==> config.mk <==
export PLATFORM = sky130hd
export DESIGN_NAME = secded_enc
export DESIGN_NICKNAME = d
export VERILOG_FILES = /design/src/design/ecc_mem_pkg.sv /design/src/design/secded_enc.sv
export SDC_FILE = /design/constraint.sdc
export NUM_CORES = 1
export LEC_CHECK = 0
export CAP_MARGIN = 20
export CORE_MARGIN = 1.5
export CORE_UTILIZATION = 50
export DETAILED_ROUTE_END_ITERATION = 16
export DONT_BUFFER_PORTS = 1
export PLACE_DENSITY_LB_ADDON = 0.25
export SLEW_MARGIN = 20
export SYNTH_ARGS = -nofsm -noshare
export SYNTH_HDL_FRONTEND = slang
export SYNTH_SLANG_ARGS = --single-unit
==> constraint.sdc <==
create_clock -name vclk -period 3
set_input_delay 0.15 -clock vclk [all_inputs]
set_output_delay 0.15 -clock vclk [all_outputs]
set_load 0.01 [all_outputs]
==> src/design/ecc_mem_pkg.sv <==
// Widths are fixed at 32 data bits and 7 check bits; other sizes need a new column table
package ecc_mem_pkg;

  // Word geometry of the protected memory
  localparam int unsigned DataWidth   = 32;
  localparam int unsigned ParityWidth = 7;
  localparam int unsigned CodeWidth   = DataWidth + ParityWidth;
  localparam int unsigned BeWidth     = DataWidth / 8;

  // Bit positions inside err_t
  localparam int unsigned ErrSingleBit = 0;  // Single error seen and corrected
  localparam int unsigned ErrMultiBit  = 1;  // Uncorrectable error

  typedef logic [DataWidth-1:0] data_t;

  // Systematic layout with data in 31:0 and check bits in 38:32
  typedef logic [CodeWidth-1:0] code_t;

  typedef logic [BeWidth-1:0] be_t;

  typedef logic [31:0] bus_addr_t;  // Byte address

  typedef logic [1:0] err_t;

endpackage

==> src/design/secded_enc.sv <==
// Purely combinational; zero data encodes to an all-zero codeword
`timescale 1ns/10ps

module secded_enc import ecc_mem_pkg::*; (
  input  data_t data_i,
  output code_t code_o
);

  // Data bits feeding each check bit
  // Every data column has weight three and no two columns are equal
  localparam data_t RowMask [ParityWidth] = '{
    32'h0000_7FFF,
    32'h01FF_801F,
    32'h7E07_81E1,
    32'h8E38_8E22,
    32'hB2C9_3244,
    32'hD552_5488,
    32'h69A4_6910
  };

  logic [ParityWidth-1:0] parity;

  always_comb begin
    for (int unsigned j = 0; j < ParityWidth; j++) begin
      parity[j] = ^(data_i & RowMask[j]);  // XOR tree per check bit
    end
  end

  assign code_o = {parity, data_i};

endmodule

### After elaboration in Yosys (flattened, before gate mapping)

Cells that the tools add are included.
W data, S select, Z words.

| cells by class | value |
|---|---|
| reduce and logical (&&, ||, !) cells | 7 |

Operator list:

| cell | number |
|---|---|
| $reduce_xor A32 Y1 | 7 |

| word-level totals | value |
|---|---|
| bits in registers | 0 |
| bits of input ports | 32 |
| word-level logic and storage cells | 7 |

### Logic depth before layout (Yosys ltp)

| logic depth | value |
|---|---|
| depth after elaboration | 1 |
| gate-level depth with buffers | 3 |

### Worst setup path after synthesis

Ideal clock, no wire load.

| timing path | value |
|---|---|
| path kind | input port to output port |
| from | in data_i[5] |
| to | out code_o[34] |
| data arrival time | 1.164 ns |
| data required time | 2.850 ns |
| slack | 1.686 ns |
| cell stages on the path | 3 |
| path buffers | 0 |
| cell sequence | xnor3_1 xnor3_1 xnor3_1 |

| on the way | value |
|---|---|
| word-level cells in the longest chain between the ends | 1 |

RTL lines:

| what | line | source |
|---|---|---|
| from (decl) | secded_enc.sv:5 | `input data_t data_i,` |
| $reduce_xor A32 Y1 | secded_enc.sv:25 | `parity[j] = ^(data_i & RowMask[j]);` |
| to (decl) | secded_enc.sv:6 | `output code_t code_o` |

Every way passes these cells.

### Worst setup path in the final report

Ends and elaborated chain as after synthesis.

==> impl_metrics.csv <==
group,metric,value,unit
status,status,"completed",
worst_hold_path,hp-class,"input pin to output port",
finish,nFillCells,188,
detailed_routing,drtIter0Drc,4,
detailed_routing,first_pass_iters,2,
floorplan,dieArea,2202,um^2
clocking,post_cts_resized,0,
sta,max_slew_margin,77.98,%
detailed_routing,drc,0,
finish,syn_to_final_growth,-21.66,%
setup_path,path_class,"input pin to output port",
place,port_buffers,0,
logic_synthesis,ys_warn_count,0,
sta,finalHoldViolations,0,
place,post_dp_cell_area,755.7,um^2
logic_synthesis,synth_nets,117,
setup_path,cp-end-kind,"output port",
setup_path,required,2.85,ns
worst_hold_path,holdPathEnd,"code_o[2]",
worst_hold_path,hold_depth,0,
run,maxCapViolCount,0,
grt,grt_pass1_wl,1.773,mm
sta,worst_pin_slew,0.3280,ns
clocking,postCtsSetupBuffers,0,
finish,final_area,755.7,um^2
sta,tns,0,ns
power_and_ir_drop,ir_drop,0.0001940,V
setup_path,cp.arrival,1.21,ns
finish,seq_area,0,um^2
detailed_routing,drtAntennaViolNets,0,
sta,hold_slack,0.3000,ns
power_and_ir_drop,powerDensity,408.9,nW/um^2
place,place.gp.congestion,0.6693,
detailed_routing,viasPerCell,4.808,
floorplan,die_height,46.93,um
floorplan,fp.dieW,46.93,um
logic_synthesis,syn_inst,85,
logic_synthesis,yosysSeqAreaShare,0,%
sta,post-route-period-util,45.24,%
sta,fmax,0.7368,GHz
detailed_routing,wl_per_cell,16.95,um
sta,slew_violations,0,
floorplan,ioPinCount,71,
grt,grt_overflow_total,0,
grt,track_usage,11.58,%
setup_path,crit_path_start_kind,"input pin",
detailed_routing,drt-total-wl,1.322,mm
grt,grt_pass1_vias,422,
power_and_ir_drop,power,0.0003090,W
logic_synthesis,yosysUniqueCellTypes,6,
finish,seq_cells,0,
finish,num-clock-buffers,0,
finish,post-route-util,42.84,%
grt,antenna_found_initial,0,
setup_path,crit_fanout,3,
floorplan,rows,15,
logic_synthesis,syn_area_per_cell,11.35,um^2
worst_hold_path,hp-start,"data_i[2]",
clocking,cts_hold_buffers,0,
finish,nets,87,
sta,rsz0062_at_grt,"no",
finish,antenna_cells,0,
floorplan,start_util,54.68,%
grt,grt_max_degree,5,
logic_synthesis,syn_area,964.7,um^2
finish,layout-drive-gt1-share,7.547,%
power_and_ir_drop,leakage,0.3688,nW
sta,setup_viol_count_final,0,
floorplan,fp.coreArea,1764,um^2
detailed_routing,dr_total_vias,375,
sta,fin_crit,1.357,ns
## worst max-delay path by stage
| stage | start | to | slack [ns] | depth (start not counted) |
|---|---|---|---|---|
| 2_1_floorplan | data_i[5] | code_o[34] | 1.69 | 3 |
| 5_1_grt | data_i[5] | code_o[34] | 1.61 | 3 |
| 3_3_place_gp | data_i[5] | code_o[34] | 1.64 | 3 |
| 6_report | data_i[5] | code_o[34] | 1.64 | 3 |
| 3_5_place_dp | data_i[5] | code_o[34] | 1.63 | 3 |
| 4_1_cts | data_i[5] | code_o[34] | 1.63 | 3 |
## synthesized netlist by cell type
| library cell | number | area, um^2 |
|---|---|---|
| xnor3_4 | 1 | 26.28 |
| xor2_1 | 5 | 43.79 |
| xnor2_2 | 3 | 48.80 |
| xnor3_1 | 16 | 360.4 |
| xnor2_1 | 28 | 245.2 |
| buf_4 | 32 | 240.2 |
## area by class of cell
type | instances | area (um^2) | share of cell area (%)
multi-input cells | 53 | 724.4 | 95.86
well taps | 25 | 31.28 | 4.139
## per-layer routing
metal | share of wire (%) | track usage (%) | wire length [um]
met1 | 36 | 14.90 | 472
met2 | 51 | 21.64 | 670
met3 | 14 | 1.923 | 179
met4 | 0 | 0 | 0
met5 | 0 | 0 | 0
## layout by cell type, fill, tap and decap left out
master and instances:
xnor2_2 3, xnor3_4 1, xnor2_1 28, xor2_1 5, xnor3_1 16
## report_power, final
group / total (W) / switching [W] / internal (W)
clock network: 0 / 0 / 0
registers: 0 / 0 / 0
logic: 0.000309 / 0.000112 / 0.000197
total: 0.000309 / 0.000112 / 0.000197
## worst max-delay path, stage by stage
cell,delay [ns]
xnor3_1,0.37
xnor3_1,0.41
xnor3_1,0.27
## cells by family after synthesis
group | after synthesis | synth area share, %
XOR/XNOR | 53 | 75.10
buffers and inverters | 32 | 24.90
## metrics by stage
step	instances	worst slack [ns]
after floorplan	85	1.686
after global placement	78	1.637
after detailed placement	78	1.631
after CTS	78	1.631
after global routing	78	1.610
final	78	1.643
(Power assumes the default switching activity.)
