<file path="src/design/ecc_mem_pkg.sv">
// Widths are fixed at 32 data bits and 7 check bits; other sizes need a new column table
package ecc_mem_pkg;

  // Word geometry of the protected memory
  localparam int unsigned DataWidth   = 32;
  localparam int unsigned ParityWidth = 7;
  localparam int unsigned CodeWidth   = DataWidth + ParityWidth;
  localparam int unsigned BeWidth     = DataWidth / 8;

  // Bit positions inside err_t
  localparam int unsigned ErrSingleBit = 0;  // Single error seen and corrected
  localparam int unsigned ErrMultiBit  = 1;  // Uncorrectable error

  typedef logic [DataWidth-1:0] data_t;

  // Systematic layout with data in 31:0 and check bits in 38:32
  typedef logic [CodeWidth-1:0] code_t;

  typedef logic [BeWidth-1:0] be_t;

  typedef logic [31:0] bus_addr_t;  // Byte address

  typedef logic [1:0] err_t;

endpackage

</file>
<file path="src/design/ecc_rmw_ctrl.sv">
// Partial writes withhold gnt_o for one cycle; word index uses addr_i bits above 1 and upper bits alias
`timescale 1ns/10ps

module ecc_rmw_ctrl import ecc_mem_pkg::*; #(
  parameter  int unsigned BankSize      = 256,
  localparam int unsigned BankAddrWidth = $clog2(BankSize)
) (
  input  logic                     clk_i,
  input  logic                     rst_ni,
  input  logic                     req_i,
  input  logic                     we_i,
  input  bus_addr_t                addr_i,
  input  be_t                      be_i,
  input  data_t                    wdata_i,
  input  data_t                    dec_data_i,
  input  err_t                     dec_err_i,
  output logic                     gnt_o,
  output data_t                    rdata_o,
  output err_t                     err_o,
  output logic                     bank_req_o,
  output logic                     bank_we_o,
  output logic [BankAddrWidth-1:0] bank_addr_o,
  output data_t                    enc_data_o
);

  typedef enum logic {
    NORMAL,
    MERGE_WRITE
  } state_e;

  state_e state_d;
  state_e state_q;

  logic rd_valid_q;  // Accepted read in the last cycle
  logic full_be;
  logic part_wr;

  // Buffered partial write
  logic [BankAddrWidth-1:0] addr_q;
  data_t                    wdata_q;
  be_t                      be_q;

  data_t be_mask;
  data_t merged;

  assign full_be = (be_i == '1);
  assign part_wr = req_i && we_i && !full_be;

  // Expand byte enables to a bit mask
  always_comb begin
    for (int unsigned b = 0; b < BeWidth; b++) begin
      be_mask[8*b +: 8] = {8{be_q[b]}};
    end
  end

  // New bytes over the decoded old word
  assign merged = (be_mask & wdata_q) | (~be_mask & dec_data_i);

  always_comb begin
    state_d     = state_q;
    gnt_o       = 1'b1;
    bank_req_o  = req_i;
    bank_we_o   = we_i && full_be;  // A partial write starts as a read
    bank_addr_o = addr_i[BankAddrWidth+1:2];
    enc_data_o  = wdata_i;
    unique case (state_q)
      NORMAL: begin
        if (part_wr) begin
          state_d = MERGE_WRITE;
        end
      end
      MERGE_WRITE: begin
        gnt_o       = 1'b0;
        bank_req_o  = 1'b1;
        bank_we_o   = 1'b1;
        bank_addr_o = addr_q;
        enc_data_o  = merged;
        state_d     = NORMAL;
      end
      default: begin
        state_d = NORMAL;
      end
    endcase
  end

  always_ff @(posedge clk_i or negedge rst_ni) begin
    if (!rst_ni) begin
      state_q    <= NORMAL;
      rd_valid_q <= 1'b0;
    end else begin
      state_q    <= state_d;
      rd_valid_q <= req_i && gnt_o && !we_i;
    end
  end

  always_ff @(posedge clk_i) begin
    if ((state_q == NORMAL) && part_wr) begin
      addr_q  <= addr_i[BankAddrWidth+1:2];
      wdata_q <= wdata_i;
      be_q    <= be_i;
    end
  end

  assign rdata_o = dec_data_i;
  assign err_o   = rd_valid_q ? dec_err_i : '0;  // Flags only for the read response

  // Grant drops for exactly the merge cycle and then returns
  a_rmw_stall : assert property (@(posedge clk_i) disable iff (!rst_ni)
    req_i && gnt_o && we_i && (be_i != '1) |=> !gnt_o ##1 gnt_o)
    else $error("Partial write did not hold the grant low for one cycle");

endmodule

</file>
<file path="config.mk">
export PLATFORM = sky130hd
export DESIGN_NAME = ecc_rmw_ctrl
export DESIGN_NICKNAME = d
export VERILOG_FILES = /design/src/design/ecc_mem_pkg.sv /design/src/design/ecc_rmw_ctrl.sv
export SDC_FILE = /design/constraint.sdc
export NUM_CORES = 1
export LEC_CHECK = 0
export BUFFER_PORTS_ARGS = -buffer_cell sky130_fd_sc_hd__buf_2
export CORE_MARGIN = 3
export CORE_UTILIZATION = 44
export CTS_BUF_LIST = sky130_fd_sc_hd__clkbuf_16
export CTS_CLUSTER_SIZE = 8
export DETAILED_ROUTE_END_ITERATION = 8
export GPL_ROUTABILITY_DRIVEN = 0
export GPL_TIMING_DRIVEN = 0
export PLACE_DENSITY = 0.9
export REMOVE_ABC_BUFFERS = 1
export SLEW_MARGIN = 20
export SYNTH_ARGS = -nofsm -noshare
export SYNTH_HDL_FRONTEND = slang
export SYNTH_SLANG_ARGS = --single-unit
export TNS_END_PERCENT = 50
</file>
<file path="constraint.sdc">
create_clock -name clk_i -period 4.8 [get_ports clk_i]
set_input_delay 0.24 -clock clk_i [delete_from_list [all_inputs] [get_ports clk_i]]
set_output_delay 0.24 -clock clk_i [all_outputs]
set_load 0.005 [all_outputs]
</file>
== Word-level counts from Yosys, hierarchy flattened ==
Index checks and enable logic that the tools add are counted.
Storage, ports and cells
  flip-flop bits (word level): 46
  bits in latches: 0
  RAM bits: 0
  memory bits (read-only): 0
  bits of input ports: 106
  word-level logic and storage cells: 27
  memories kept: 0
Operators by class
  add/sub/neg operators: 0
  $mul: 0
  divide/modulo/power cells: 0
  magnitude comparators: 0
  equality and inequality tests: 1
  shifts and indexed selects: 0
  mux-type cells: 8
  bitwise logic cells: 5
  reduce and logical (&&, ||, !) cells: 8
Operator list (count)
  32-bit bitwise AND: 2
  32-bit two-way mux: 1
  32-bit NOT: 1
  32-bit OR: 1
  8-bit two-way mux: 1
  1-bit logical AND: 6
  4-bit equality test, second input constant: 1
  1-bit two-way mux: 4
  1-bit zero test: 2
  2-bit two-way mux: 1
  1-bit case mux with 2 select lines: 1
  1-bit NOT: 1

== Logic depth before layout (Yosys ltp) ==
  word-level depth: 5
  depth in mapped cells: 4

== Worst setup path after synthesis ==
Ideal clock, no wire load.
  path kind: flip-flop to flip-flop
  start: register state_q
  end: register addr_q[0] (enable)
  data arrival time: 1758 ps
  setup slack: 2637 ps
  cell stages (with the launch flop): 4
  buffers on the path: 1
  clock period less this slack: 2163 ps
  cell sequence: dfrtp_1 -> buf_4 -> inv_1 -> and4_1
On the way
  cells in the longest elaborated chain, start to end: 2
Ends and longest elaborated chain
  start: declaration: line ecc_rmw_ctrl.sv:32  | state_e state_q;
  start signal: assignment: line ecc_rmw_ctrl.sv:91  | state_q <= state_d;
  1-bit NOT
  1-bit logical AND: line ecc_rmw_ctrl.sv:97  | if ((state_q == NORMAL) && part_wr) begin
  end signal: assignment: line ecc_rmw_ctrl.sv:98  | addr_q <= addr_i[BankAddrWidth+1:2];
  end: declaration: line ecc_rmw_ctrl.sv:39  | logic [BankAddrWidth-1:0] addr_q;
No other way between the ends.
A chain may end at the register's enable or synchronous reset.

== Final worst setup path ==
  start: register state_q
  end: register wdata_q[26] (enable)
On the way
  cells in the longest elaborated chain, start to end: 2
Ends and longest elaborated chain
  1-bit NOT
  1-bit logical AND: line ecc_rmw_ctrl.sv:97
  end signal: assignment: line ecc_rmw_ctrl.sv:99  | wdata_q <= wdata_i;
  end: declaration: line ecc_rmw_ctrl.sv:40  | data_t wdata_q;
No other way between the ends.

==> summary.txt <==
Worst Max-Slew Pin Slew = 0.754 ns
Initial Util = 47.1%
Buffers on Ports = 158
First-pass GRT wire length = 8350 um
Drt pass-1 iters = 4
Crit path required time = 4.78 ns
Internal power = 0.732 mW
Post-layout instance area = 3210 um^2
Crit-path leading delay family = flip-flops
Slowest CP cell = dfrtp_4
Hold Crit Depth = 1
Final slew viol count = 0
Fin Setup TNS = 0 ns
Horiz. Die Dim = 81.3 um
CP cell instances = inv_1 -> and4_2 -> buf_16
CTS H-tree lvls = 2
Initial drt markers = 62
Min-delay src = addr_i[3]
Crit path max fanout = 74
Synth warnings = 0
Worst setup SP type = flip-flop
CTS Buf Count = 5
Nets@finish = 432
Non-Filler Instances = 397
Die area = 6610 um^2
HPWL after detailed placement = 4320 um
N_diodes = 0
Worst Reg2Reg Path Length in Cells = 3
Core Box Area = 5300 um^2
Slowest stage delay, CP = 0.76 ns
MaxCap Viol Count = 0
Routed WL = 5560 um
Status = complete, no violations
Largest net degree at the start of global routing = 75
Drc violations = 0
Power Total = 0.948 mW
IO Count = 183
Syn Area/Cell = 12.3 um^2
Inst Count DP = 388
Vias/cell = 4.77
Flop pwr share = 50.7%
Cell count after synthesis = 203
Vias in the first global route = 1768
Drt wl/cell = 14.0 um
Max frequency = 0.461 GHz
Hold crit path type = in2reg
Synth unique cells = 17
WP data arrival = 2.15 ns
Min cycle time layout = 2.17 ns
Rel. slew slack = 49.7%
CTS tree = built
Post-CTS sizing = 0
Buf/Inv on CP = 2
Worst reg2reg startpoint = state_q$_DFF_PN0_
Worst R2R End = wdata_q[26]$_DFFE_PP_
Final Hold Vio Count = 0
Total congestion overflow = 0
Area Growth Syn to Fin = 28.7%
Clock power share = 33.5%
Psw = 0.216 mW
Cell Area, Synth = 2490 um^2
Final worst path period share = 45.2%
Clock insertion delay at the later pin of the skew report = 0.27 ns
Final setup vio count = 0
CTS sink cnt = 46
Synthesized flop and latch total = 46
Die Span Y = 81.3 um
Clock Tree Buf Depth = 2
Logic pwr share = 15.8%
Sw Share = 22.7%
Initial antenna violation count = 0
DR vias = 1893
Setup CP Type = reg2reg
Static Leakage = 1.51 nW
Sequential fraction of the synthesis area = 55.0%
Clock Skews = 0.00464 ns
Critical Path End Type = flip-flop
Row count = 26
Share of cells above drive strength 1 = 56.9%
Worst hold endpoint = addr_q[1]$_DFFE_PP_
Placed cell area = 3060 um^2
R2r setup slk = 2.63 ns
Total Routing Usage GR = 16.6%
Final hold slack = 0.151 ns
Clk slew on worst S/H paths = 0.06 ns
RSZ-0062 raised after global routing = no
CTS root buffer = clkbuf_16
VDD IR max = 0.132 mV
Power per cell area = 295 nW/um^2
Final ANT Viol Nets = 0
==> worst reg2reg max path, delay by kind of cell, from the launching register on <==
family / cells / cell delay [ns]
flops: 1 / 0.76
simple gates: 1 / 0.65
buf+inv: 2 / 0.46
==> cell type report <==
| cell class | count | area (um^2) |
|---|---|---|
| Sequential cell | 46 | 1380 |
| Multi-Input combinational cell | 111 | 774 |
| Fill cell | 446 | 2090 |
| Inverter | 2 | 7.51 |
| Timing Repair Buffer | 160 | 828 |
| Clock inverter | 3 | 12.5 |
| Clock buffer | 5 | 125 |
| Tap cell | 70 | 87.6 |
==> routing by layer <==
layer	routed length [um]	global-route usage [%]	part of all wire [%]	up-vias
li1	-	-	-	945
met1	2110	18.6	38	844
met3	549	4.21	9.9	5
met2	2860	30.5	51	99
met5	0	0	0	-
met4	41	5.07	0.74	0
==> through the flow <==
| stage | util, % | worst slack, ns |
|---|---|---|
| 3_5_place_dp | 57.8 | 2.62 |
| 2_1_floorplan | - | 1.85 |
| 4_1_cts | 60.5 | 2.61 |
| 5_1_grt | 60.5 | 2.48 |
| 6_report | 60.5 | 2.63 |
| 3_3_place_gp | 57.1 | 1.12 |
==> cells in the mapped netlist <==
library cell,number,share of area (%)
edfxtp_1,44,53
buf_4,39,12
buf_2,1,0.20
mux2i_1,32,13
and4_1,1,0.35
a21oi_1,22,4.4
nand4_1,1,0.25
dfrtp_1,2,2.0
and2_1,2,0.50
a21oi_2,10,3.5
and3_1,1,0.25
inv_1,2,0.30
or2_2,1,0.25
mux2_2,8,3.6
buf_6,4,1.8
nor2_1,32,4.8
o21ai_0,1,0.20
==> kinds of logic (layout without fill, tap and decap cells) <==
group                  count (synthesis)  after routing  synth area share [%]
DFF                                   46             46                  55.0
and+or+nand+nor                       38             38                  6.42
buffers and inverters                 46            170                  14.0
muxes                                 40             40                  16.4
AOI/OAI and AO/OA                     33             33                  8.12
==> sequential cells by signal, summed over array words and instances, names as in the netlist <==
name        flops
addr_q          8
rd_valid_q      1
be_q            4
wdata_q        32
state_q         1
==> timing repair <==
action                     CTS  global route
setup buffers                0             0
hold buffers                 1             0
setup endpoints to repair    0             0
hold endpoints to repair     2             0
==> cells in the final DEF (no fill, tap or decap), drive strengths merged <==
master / synthesis / final
a21oi: 32 / 32
and2: 2 / 2
and3: 1 / 1
and4: 1 / 1
buf: 44 / 159
clkbuf: 0 / 5
clkinv: 0 / 2
dfrtp: 2 / 2
dlygate4sd3: 0 / 1
edfxtp: 44 / 44
inv: 2 / 3
mux2: 8 / 8
mux2i: 32 / 32
nand4: 1 / 1
nor2: 32 / 32
o21ai: 1 / 1
or2: 1 / 1
==> how the worst max path moves through the flow <==
stage,start,endpoint,slack [ns],cells past startpoint
after floorplan,state_q$_DFF_PN0_,addr_q[0]$_DFFE_PP_,1.85,2
after global placement,state_q$_DFF_PN0_,wdata_q[10]$_DFFE_PP_,1.12,2
after detailed placement,state_q$_DFF_PN0_,wdata_q[13]$_DFFE_PP_,2.62,3
after CTS,state_q$_DFF_PN0_,be_q[3]$_DFFE_PP_,2.61,3
after global routing,state_q$_DFF_PN0_,wdata_q[25]$_DFFE_PP_,2.48,3
final,state_q$_DFF_PN0_,wdata_q[26]$_DFFE_PP_,2.63,3
==> power by group through the flow <==
stage	registers [mW]	clock network [mW]	logic (mW)
finish	0.480	0.317	0.150
global placement	0.489	0	0.145
global route	0.483	0.349	0.168
CTS	0.481	0.329	0.153
detailed placement	0.489	0	0.152
floorplan	0.484	0	0.0569
(Power assumes the default switching activity.)
