### src/design/ecc_mem_pkg.sv
// Widths are fixed at 32 data bits and 7 check bits; other sizes need a new column table
package ecc_mem_pkg;

  // Word geometry of the protected memory
  localparam int unsigned DataWidth   = 32;
  localparam int unsigned ParityWidth = 7;
  localparam int unsigned CodeWidth   = DataWidth + ParityWidth;
  localparam int unsigned BeWidth     = DataWidth / 8;

  // Bit positions inside err_t
  localparam int unsigned ErrSingleBit = 0;  // Single error seen and corrected
  localparam int unsigned ErrMultiBit  = 1;  // Uncorrectable error

  typedef logic [DataWidth-1:0] data_t;

  // Systematic layout with data in 31:0 and check bits in 38:32
  typedef logic [CodeWidth-1:0] code_t;

  typedef logic [BeWidth-1:0] be_t;

  typedef logic [31:0] bus_addr_t;  // Byte address

  typedef logic [1:0] err_t;

endpackage

### src/design/secded_dec.sv
// Corrects any single-bit error and flags double errors; three or more flipped bits may go unseen
`timescale 1ns/10ps

module secded_dec import ecc_mem_pkg::*; (
  input  code_t code_i,
  output data_t data_o,
  output err_t  err_o
);

  // Syndrome produced by a flip of each data bit
  // Must stay the transpose of the encoder rows
  localparam logic [ParityWidth-1:0] SynTable [DataWidth] = '{
    7'h07, 7'h0B, 7'h13, 7'h23, 7'h43, 7'h0D, 7'h15, 7'h25,
    7'h45, 7'h19, 7'h29, 7'h49, 7'h31, 7'h51, 7'h61, 7'h0E,
    7'h16, 7'h26, 7'h46, 7'h1A, 7'h2A, 7'h4A, 7'h32, 7'h52,
    7'h62, 7'h1C, 7'h2C, 7'h4C, 7'h34, 7'h54, 7'h64, 7'h38
  };

  logic [ParityWidth-1:0] syndrome;
  data_t                  flip;
  logic                   parity_hit;
  logic                   single;

  // Recompute check bits from the stored data and compare
  always_comb begin
    syndrome = code_i[CodeWidth-1:DataWidth];
    for (int unsigned i = 0; i < DataWidth; i++) begin
      if (code_i[i]) begin
        syndrome = syndrome ^ SynTable[i];
      end
    end
  end

  always_comb begin
    for (int unsigned i = 0; i < DataWidth; i++) begin
      flip[i] = (syndrome == SynTable[i]);
    end
  end

  assign parity_hit = $onehot(syndrome);  // Error sits in a check bit
  assign single     = (|flip) || parity_hit;

  assign data_o = code_i[DataWidth-1:0] ^ flip;

  always_comb begin
    err_o               = '0;
    err_o[ErrSingleBit] = single;
    // Even weight or an unused odd pattern cannot be corrected
    err_o[ErrMultiBit]  = (syndrome != '0) && !single;
  end

endmodule

### config.mk
export PLATFORM = sky130hd
export DESIGN_NAME = secded_dec
export DESIGN_NICKNAME = d
export VERILOG_FILES = /design/src/design/ecc_mem_pkg.sv /design/src/design/secded_dec.sv
export SDC_FILE = /design/constraint.sdc
export NUM_CORES = 1
export LEC_CHECK = 0
export ABC_AREA = 1
export BUFFER_PORTS_ARGS = -buffer_cell sky130_fd_sc_hd__buf_2
export CELL_PAD_IN_SITES_DETAIL_PLACEMENT = 1
export CELL_PAD_IN_SITES_GLOBAL_PLACEMENT = 2
export CORE_MARGIN = 2
export CORE_UTILIZATION = 27
export DETAILED_ROUTE_END_ITERATION = 7
export PLACE_DENSITY_LB_ADDON = 0.1
export SLEW_MARGIN = 20
export SYNTH_ARGS = -nofsm -noshare
export SYNTH_HDL_FRONTEND = slang
export SYNTH_SLANG_ARGS = --single-unit
export TNS_END_PERCENT = 5
### constraint.sdc
create_clock -name vclk -period 3.9
set_input_delay 0 -clock vclk [all_inputs]
set_output_delay 0 -clock vclk [all_outputs]
set_load 0.03 [all_outputs]
* Word level (Yosys, flattened, before mapping)
Cells that the tools add are included.
** Operators by class
- Mux-type cells :: 32
- Reduce and logical (&&, ||, !) cells :: 5
- Equality and inequality tests :: 33
- $add $sub $neg :: 6
- Bitwise logic cells :: 33
** Operator list (count)
- NOT 3 bit :: 32
- == test 7 bit (second input constant) :: 12
- two-way mux 7 bit :: 12
- == test 7 x 6 -> 1 bit (second input constant) :: 10
- two-way mux 6 bit :: 10
- == test 7 x 5 -> 1 bit (second input constant) :: 6
- OR reduction 32 bit :: 1
- XOR 32 bit :: 1
- two-way mux 5 bit :: 6
- == test 7 x 4 -> 1 bit (second input constant) :: 3
- two-way mux 4 bit :: 3
- == test 7 x 3 -> 1 bit (second input constant) :: 1
- nonzero test 7 bit :: 1
- adder 1 x 1 -> 2 bit :: 3
- adder 2 x 1 -> 3 bit :: 1
- adder 2 x 2 -> 3 bit :: 1
- adder 3 bit :: 1
- == test 3 x 1 -> 1 bit (second input constant) :: 1
- two-way mux 3 bit :: 1
- logical AND 1 bit :: 1
- logical NOT 1 bit :: 1
- logical OR 1 bit :: 1
** Storage, ports and cells
- Output and inout bits :: 34
- Register bits :: 0

* Depth between registers and ports, before layout
- Word-level depth :: 71
- Gate-level depth with buffers :: 22
- Depth with buffers taken out :: 22

* Worst setup path after synthesis
Ideal clock, no wire load.
- Path kind :: input to output
- Start :: input code_i[2]
- End :: output err_o[0]
- Slack :: 244 ps
- Stages on the path :: 17
- Data arrival time :: 3656 ps
- Cells stage by stage :: xnor2_1 > xor2_1 > xor2_1 > xor2_1 > xnor2_1 > inv_1 > fa_1 > fa_1 > fa_1 > fa_1 > or3b_2 > nand2_1 > nor2_1 > nand2_1 > nor2_1 > nand3_2 > buf_4
** On the way
- Cells in the longest elaborated chain, start to end :: 47
** RTL lines
- from (decl) :: RTL line secded_dec.sv:5 : input code_t code_i,
- two-way mux 5 bit * :: RTL line secded_dec.sv:28 : if (code_i[i]) begin
- NOT 3 bit (no source line)
- two-way mux 6 bit * :: RTL line secded_dec.sv:28
- NOT 3 bit (no source line)
- two-way mux 7 bit * :: RTL line secded_dec.sv:28
- NOT 3 bit (no source line) or two-way mux 4 bit (tied branches)
- two-way mux 4 bit or two-way mux 5 bit (tied branches) :: RTL line secded_dec.sv:28
- NOT 3 bit (no source line) or two-way mux 6 bit (tied branches)
- (+30 left out)
- two-way mux 6 bit * :: RTL line secded_dec.sv:28
- two-way mux 7 bit * (2 in a row) :: RTL line secded_dec.sv:28
- two-way mux 6 bit * :: RTL line secded_dec.sv:28
- adder 1 x 1 -> 2 bit (not written as such) :: RTL line secded_dec.sv:40 : assign parity_hit = $onehot(syndrome);
- adder 2 x 2 -> 3 bit (not written as such) :: RTL line secded_dec.sv:40
- adder 3 bit (not written as such) :: RTL line secded_dec.sv:40
- == test 3 x 1 -> 1 bit :: RTL line secded_dec.sv:40
- logical OR 1 bit * :: RTL line secded_dec.sv:41 : assign single = (|flip) || parity_hit;
- to (decl) :: RTL line secded_dec.sv:7 : output err_t err_o
Mark *: on every way between the ends. The rest lies on a longest branch, timed or not.

* Worst setup path in the final report
- Start :: input code_i[4]
- End :: output err_o[1]
** On the way
- Cells in the longest elaborated chain, start to end :: 45
** RTL lines
- two-way mux 7 bit * :: RTL line secded_dec.sv:28
- two-way mux 4 bit or NOT 3 bit (tied branches)
- two-way mux 5 bit or two-way mux 4 bit (tied branches) :: RTL line secded_dec.sv:28
- two-way mux 6 bit or NOT 3 bit (tied branches)
- two-way mux 7 bit * :: RTL line secded_dec.sv:28
- two-way mux 5 bit or NOT 3 bit (tied branches)
- two-way mux 6 bit :: RTL line secded_dec.sv:28
- two-way mux 7 bit * :: RTL line secded_dec.sv:28
- (+29 left out)
- two-way mux 6 bit :: RTL line secded_dec.sv:28
- adder 1 x 1 -> 2 bit (not written as such) :: RTL line secded_dec.sv:40
- adder 2 x 2 -> 3 bit (not written as such) :: RTL line secded_dec.sv:40
- adder 3 bit (not written as such) :: RTL line secded_dec.sv:40
- == test 3 x 1 -> 1 bit :: RTL line secded_dec.sv:40
- logical OR 1 bit :: RTL line secded_dec.sv:41
- logical NOT 1 bit :: RTL line secded_dec.sv:49 : err_o[ErrMultiBit] = (syndrome != '0) && !single;
- logical AND 1 bit * :: RTL line secded_dec.sv:49
Marked as above.

==> results.txt <==
The logs give 0 for the count of inserted antenna diode cells and 1.46 mW for the total power. After synthesis, the mean cell area works out to 5.39 sq um. The synthesized netlist occupies a cell area of 0.00246 sq mm. The combined flip-flop and latch cell area is 0 sq um.

In the finished layout, the clock tree contains a buffer count of 0. From bottom edge to top edge, the die measures 99.4 um. For the finished layout, the period the worst path requires is 3.86 ns.

The first detailed-routing pass took 4 iterations. Critical path buffer and inverter count: 3. There are 0 flip-flops and latches.

The logs give 0 for the DRC violations left and 0 for the proportion of power drawn by flip-flops and latches. The first routing iteration left 65 violations. The startpoint kind of the worst setup timing path is an input pin. At the pin with the least slew margin, the transition time is 0.417 ns. The fraction of final layout cells sized beyond drive strength 1 is 0.339, and the net count of the mapped netlist is 503. Maximum fanout encountered on the critical timing path: 2. The leftover overflow at the end of global routing was 0; the number of instances on the worst hold path was 3.

Setup violations remaining at the end of the flow were counted as 0. Entering global routing, the biggest net connects 8 pins. The highest clock frequency the design can meet is 0.259 GHz, and the number of global-route vias before repair is 3026. The tools report the worst slew slack as a fraction of its limit as 0.720. Cell family contributing the most delay on the critical path: adder cells. The worst min-delay path category was input pin to output port. The library cells used most frequently in the layout, excluding fill and tap cells, are 168 x sky130_fd_sc_hd__nand2_1, 68 x sky130_fd_sc_hd__buf_2, 53 x sky130_fd_sc_hd__inv_1, 48 x sky130_fd_sc_hd__xor2_1, 45 x sky130_fd_sc_hd__buf_4. The setup path with the least slack is of type input pin to output port. From synthesis to final layout, the design area changed by 38.1%. Counting every instance in the synthesized netlist gives 456.

The post-route clock period utilization works out to 0.990. The tools report the reported net switching power as 848 uW. Fill cells in the final layout number 1253. Initial antenna violation count: 0. The effective utilization at floorplan was 0.280; the number of placement rows was 34. The total number of vias came out at 3050.

The critical path goes through buf_2, xnor2_2, xor2_1, xor2_1, xor2_1, xnor2_1, inv_1, fa_1, fa_1, fa_2, fa_1, or3b_4, nand2_2, nor2_1, nand2_1, nor2_2, nand3_2, nor2_2, buf_6. For this run, the post-layout net count is 618. The tools report the data required time of the worst path as 3.90 ns. The run gives 0 as the hold violation total from the final report. The flow ran to the end, and the final reports show no timing, DRC or antenna violations.

Before CTS, the worst setup slack after placement is -0.143 ns. The run gives 73 as the top-level I/O count. At the end of routability-driven placement, the weighted congestion stood at 0.826. The number of max-capacitance violations reported is 0. Source of the worst hold timing path: code_i[24]. For the worst setup path, the data arrival time is 3.86 ns. The Yosys step of the flow raised 0 warnings.

The global routing usage summed across all routing layers is 0.195. HPWL reported at the end of detailed placement: 8580 um. The die is 99.4 um wide. The slowest stage of the critical path belongs to the cell sky130_fd_sc_hd__fa_1. The logs give 0 for the hold-fix buffer count after cts and 613 uW for the internal power consumption. Setup slack closes at 0.0402 ns. The worst setup path is captured at an output port.

VDD sags by at most 363 uV. The region available for standard cell placement spans 0.00876 sq mm. In this run the tool buffered the top-level ports with 73 buffer cells. The count of nets left with antenna violations once routing finished came out at 0. The run gives 2.05 nW as the leakage power of the design. The floorplan step defined a die boundary enclosing 0.00988 sq mm.

The portion of the post-synthesis area used by sequential elements came out at 0. Via-per-instance ratio: 4.51. Sink of the worst hold path: data_o[24]. Setup repair after global routing could not meet its margin everywhere. The run gives 1.000 as the combinational power share. The logs give 0 for the final-report max-slew violation count and 9680 um for the total routed wirelength. The library cell used most frequently in the layout, excluding fill and tap cells, is sky130_fd_sc_hd__nand2_1. The run gives 0 as the clock share of power. Power spread over the standard cell area amounts to 431 mW/mm^2. In this run, distinct cell masters in the synthesized netlist total 27. The first global-routing pass estimated 15400 um of wire. The share of total power consumed by net switching was 0.580; the largest incremental delay on the critical path was 0.57 ns.

Average routed wire per standard cell: 14.3 um.
[worst max path at each step]
stage	startpoint	endpoint	slack (ns)	cells after the start
2_1_floorplan	code_i[2]	err_o[0]	0.24	17
3_3_place_gp	code_i[2]	err_o[1]	-0.11	19
3_5_place_dp	code_i[2]	err_o[1]	-0.14	19
4_1_cts	code_i[2]	err_o[1]	0.01	19
5_1_grt	code_i[2]	err_o[1]	-0.15	19
6_report	code_i[4]	err_o[1]	0.04	19
[power by group through the flow]
stage	logic, mW	registers, mW	clock network [mW]
4_1_cts	1.43	0	0
3_5_place_dp	1.22	0	0
5_1_grt	1.61	0	0
3_3_place_gp	1.19	0	0
2_1_floorplan	0.890	0	0
6_report	1.46	0	0
[worst min-delay path: stages]
cell	delay (ns)
sky130_fd_sc_hd__buf_2	0.13
sky130_fd_sc_hd__xor2_1	0.07
sky130_fd_sc_hd__buf_2	0.17
[per-stage QoR]
| stage | area (sq um) | cells | setup TNS, ns | utilization | hold WS, ns |
|---|---|---|---|---|---|
| 6_report | 3390 | 677 | 0 | 0.387 | 0.377 |
| 5_1_grt | 3390 | 677 | -0.253 | 0.387 | 0.394 |
| 4_1_cts | 3300 | 671 | 0 | 0.376 | 0.387 |
| 3_5_place_dp | 3140 | 662 | -0.273 | 0.359 | 0.385 |
| 3_3_place_gp | 3140 | 662 | -0.195 | 0.359 | 0.387 |
| 2_1_floorplan | 2460 | 456 | 0 | - | 0.176 |
[cell type report]
cell class         count  area, sq um  area share
repair buffers       117          732       0.216
multi-input cells    376         2230       0.657
inverters             76          295      0.0870
well taps            108          135      0.0398
[timing repair]
action                                  4_1_cts  5_1_grt
gates resized for setup                      16       13
endpoints found under the setup margin        2        2
buffers inserted                             10        6
pin swaps                                    19       20
[synthesized netlist by cell type, drive strengths merged]
cell | number | share of area
nand2 | 194 | 0.34
inv | 76 | 0.12
xor2 | 50 | 0.18
nor2 | 48 | 0.076
nand3 | 43 | 0.12
xnor2 | 19 | 0.068
buf | 4 | 0.014
fa | 4 | 0.033
ha | 4 | 0.020
a21oi | 3 | 0.0061
nand4 | 3 | 0.0076
nand3b | 2 | 0.0061
nor3 | 2 | 0.0041
nor4 | 1 | 0.0025
o2bb2ai | 1 | 0.0036
or2 | 1 | 0.0025
or3b | 1 | 0.0036
[cell families (layout without fill, tap and decap cells)]
family | count (synthesis) | after routing | synth area share
xor gates and xnor gates | 69 | 69 | 0.246
AOI/OAI and AO/OA | 4 | 4 | 0.00967
buffers and inverters | 80 | 193 | 0.134
and+or+nand+nor | 295 | 295 | 0.558
adders and majority gates | 8 | 8 | 0.0530
[metal layers]
metal	share of wire	wire (um)	track usage
met5	0	0	0
met4	0.0051	49	0.0116
met3	0.029	285	0.00211
met2	0.50	4810	0.358
met1	0.47	4530	0.267
Note: power is estimated with default switching activity, not from simulation.
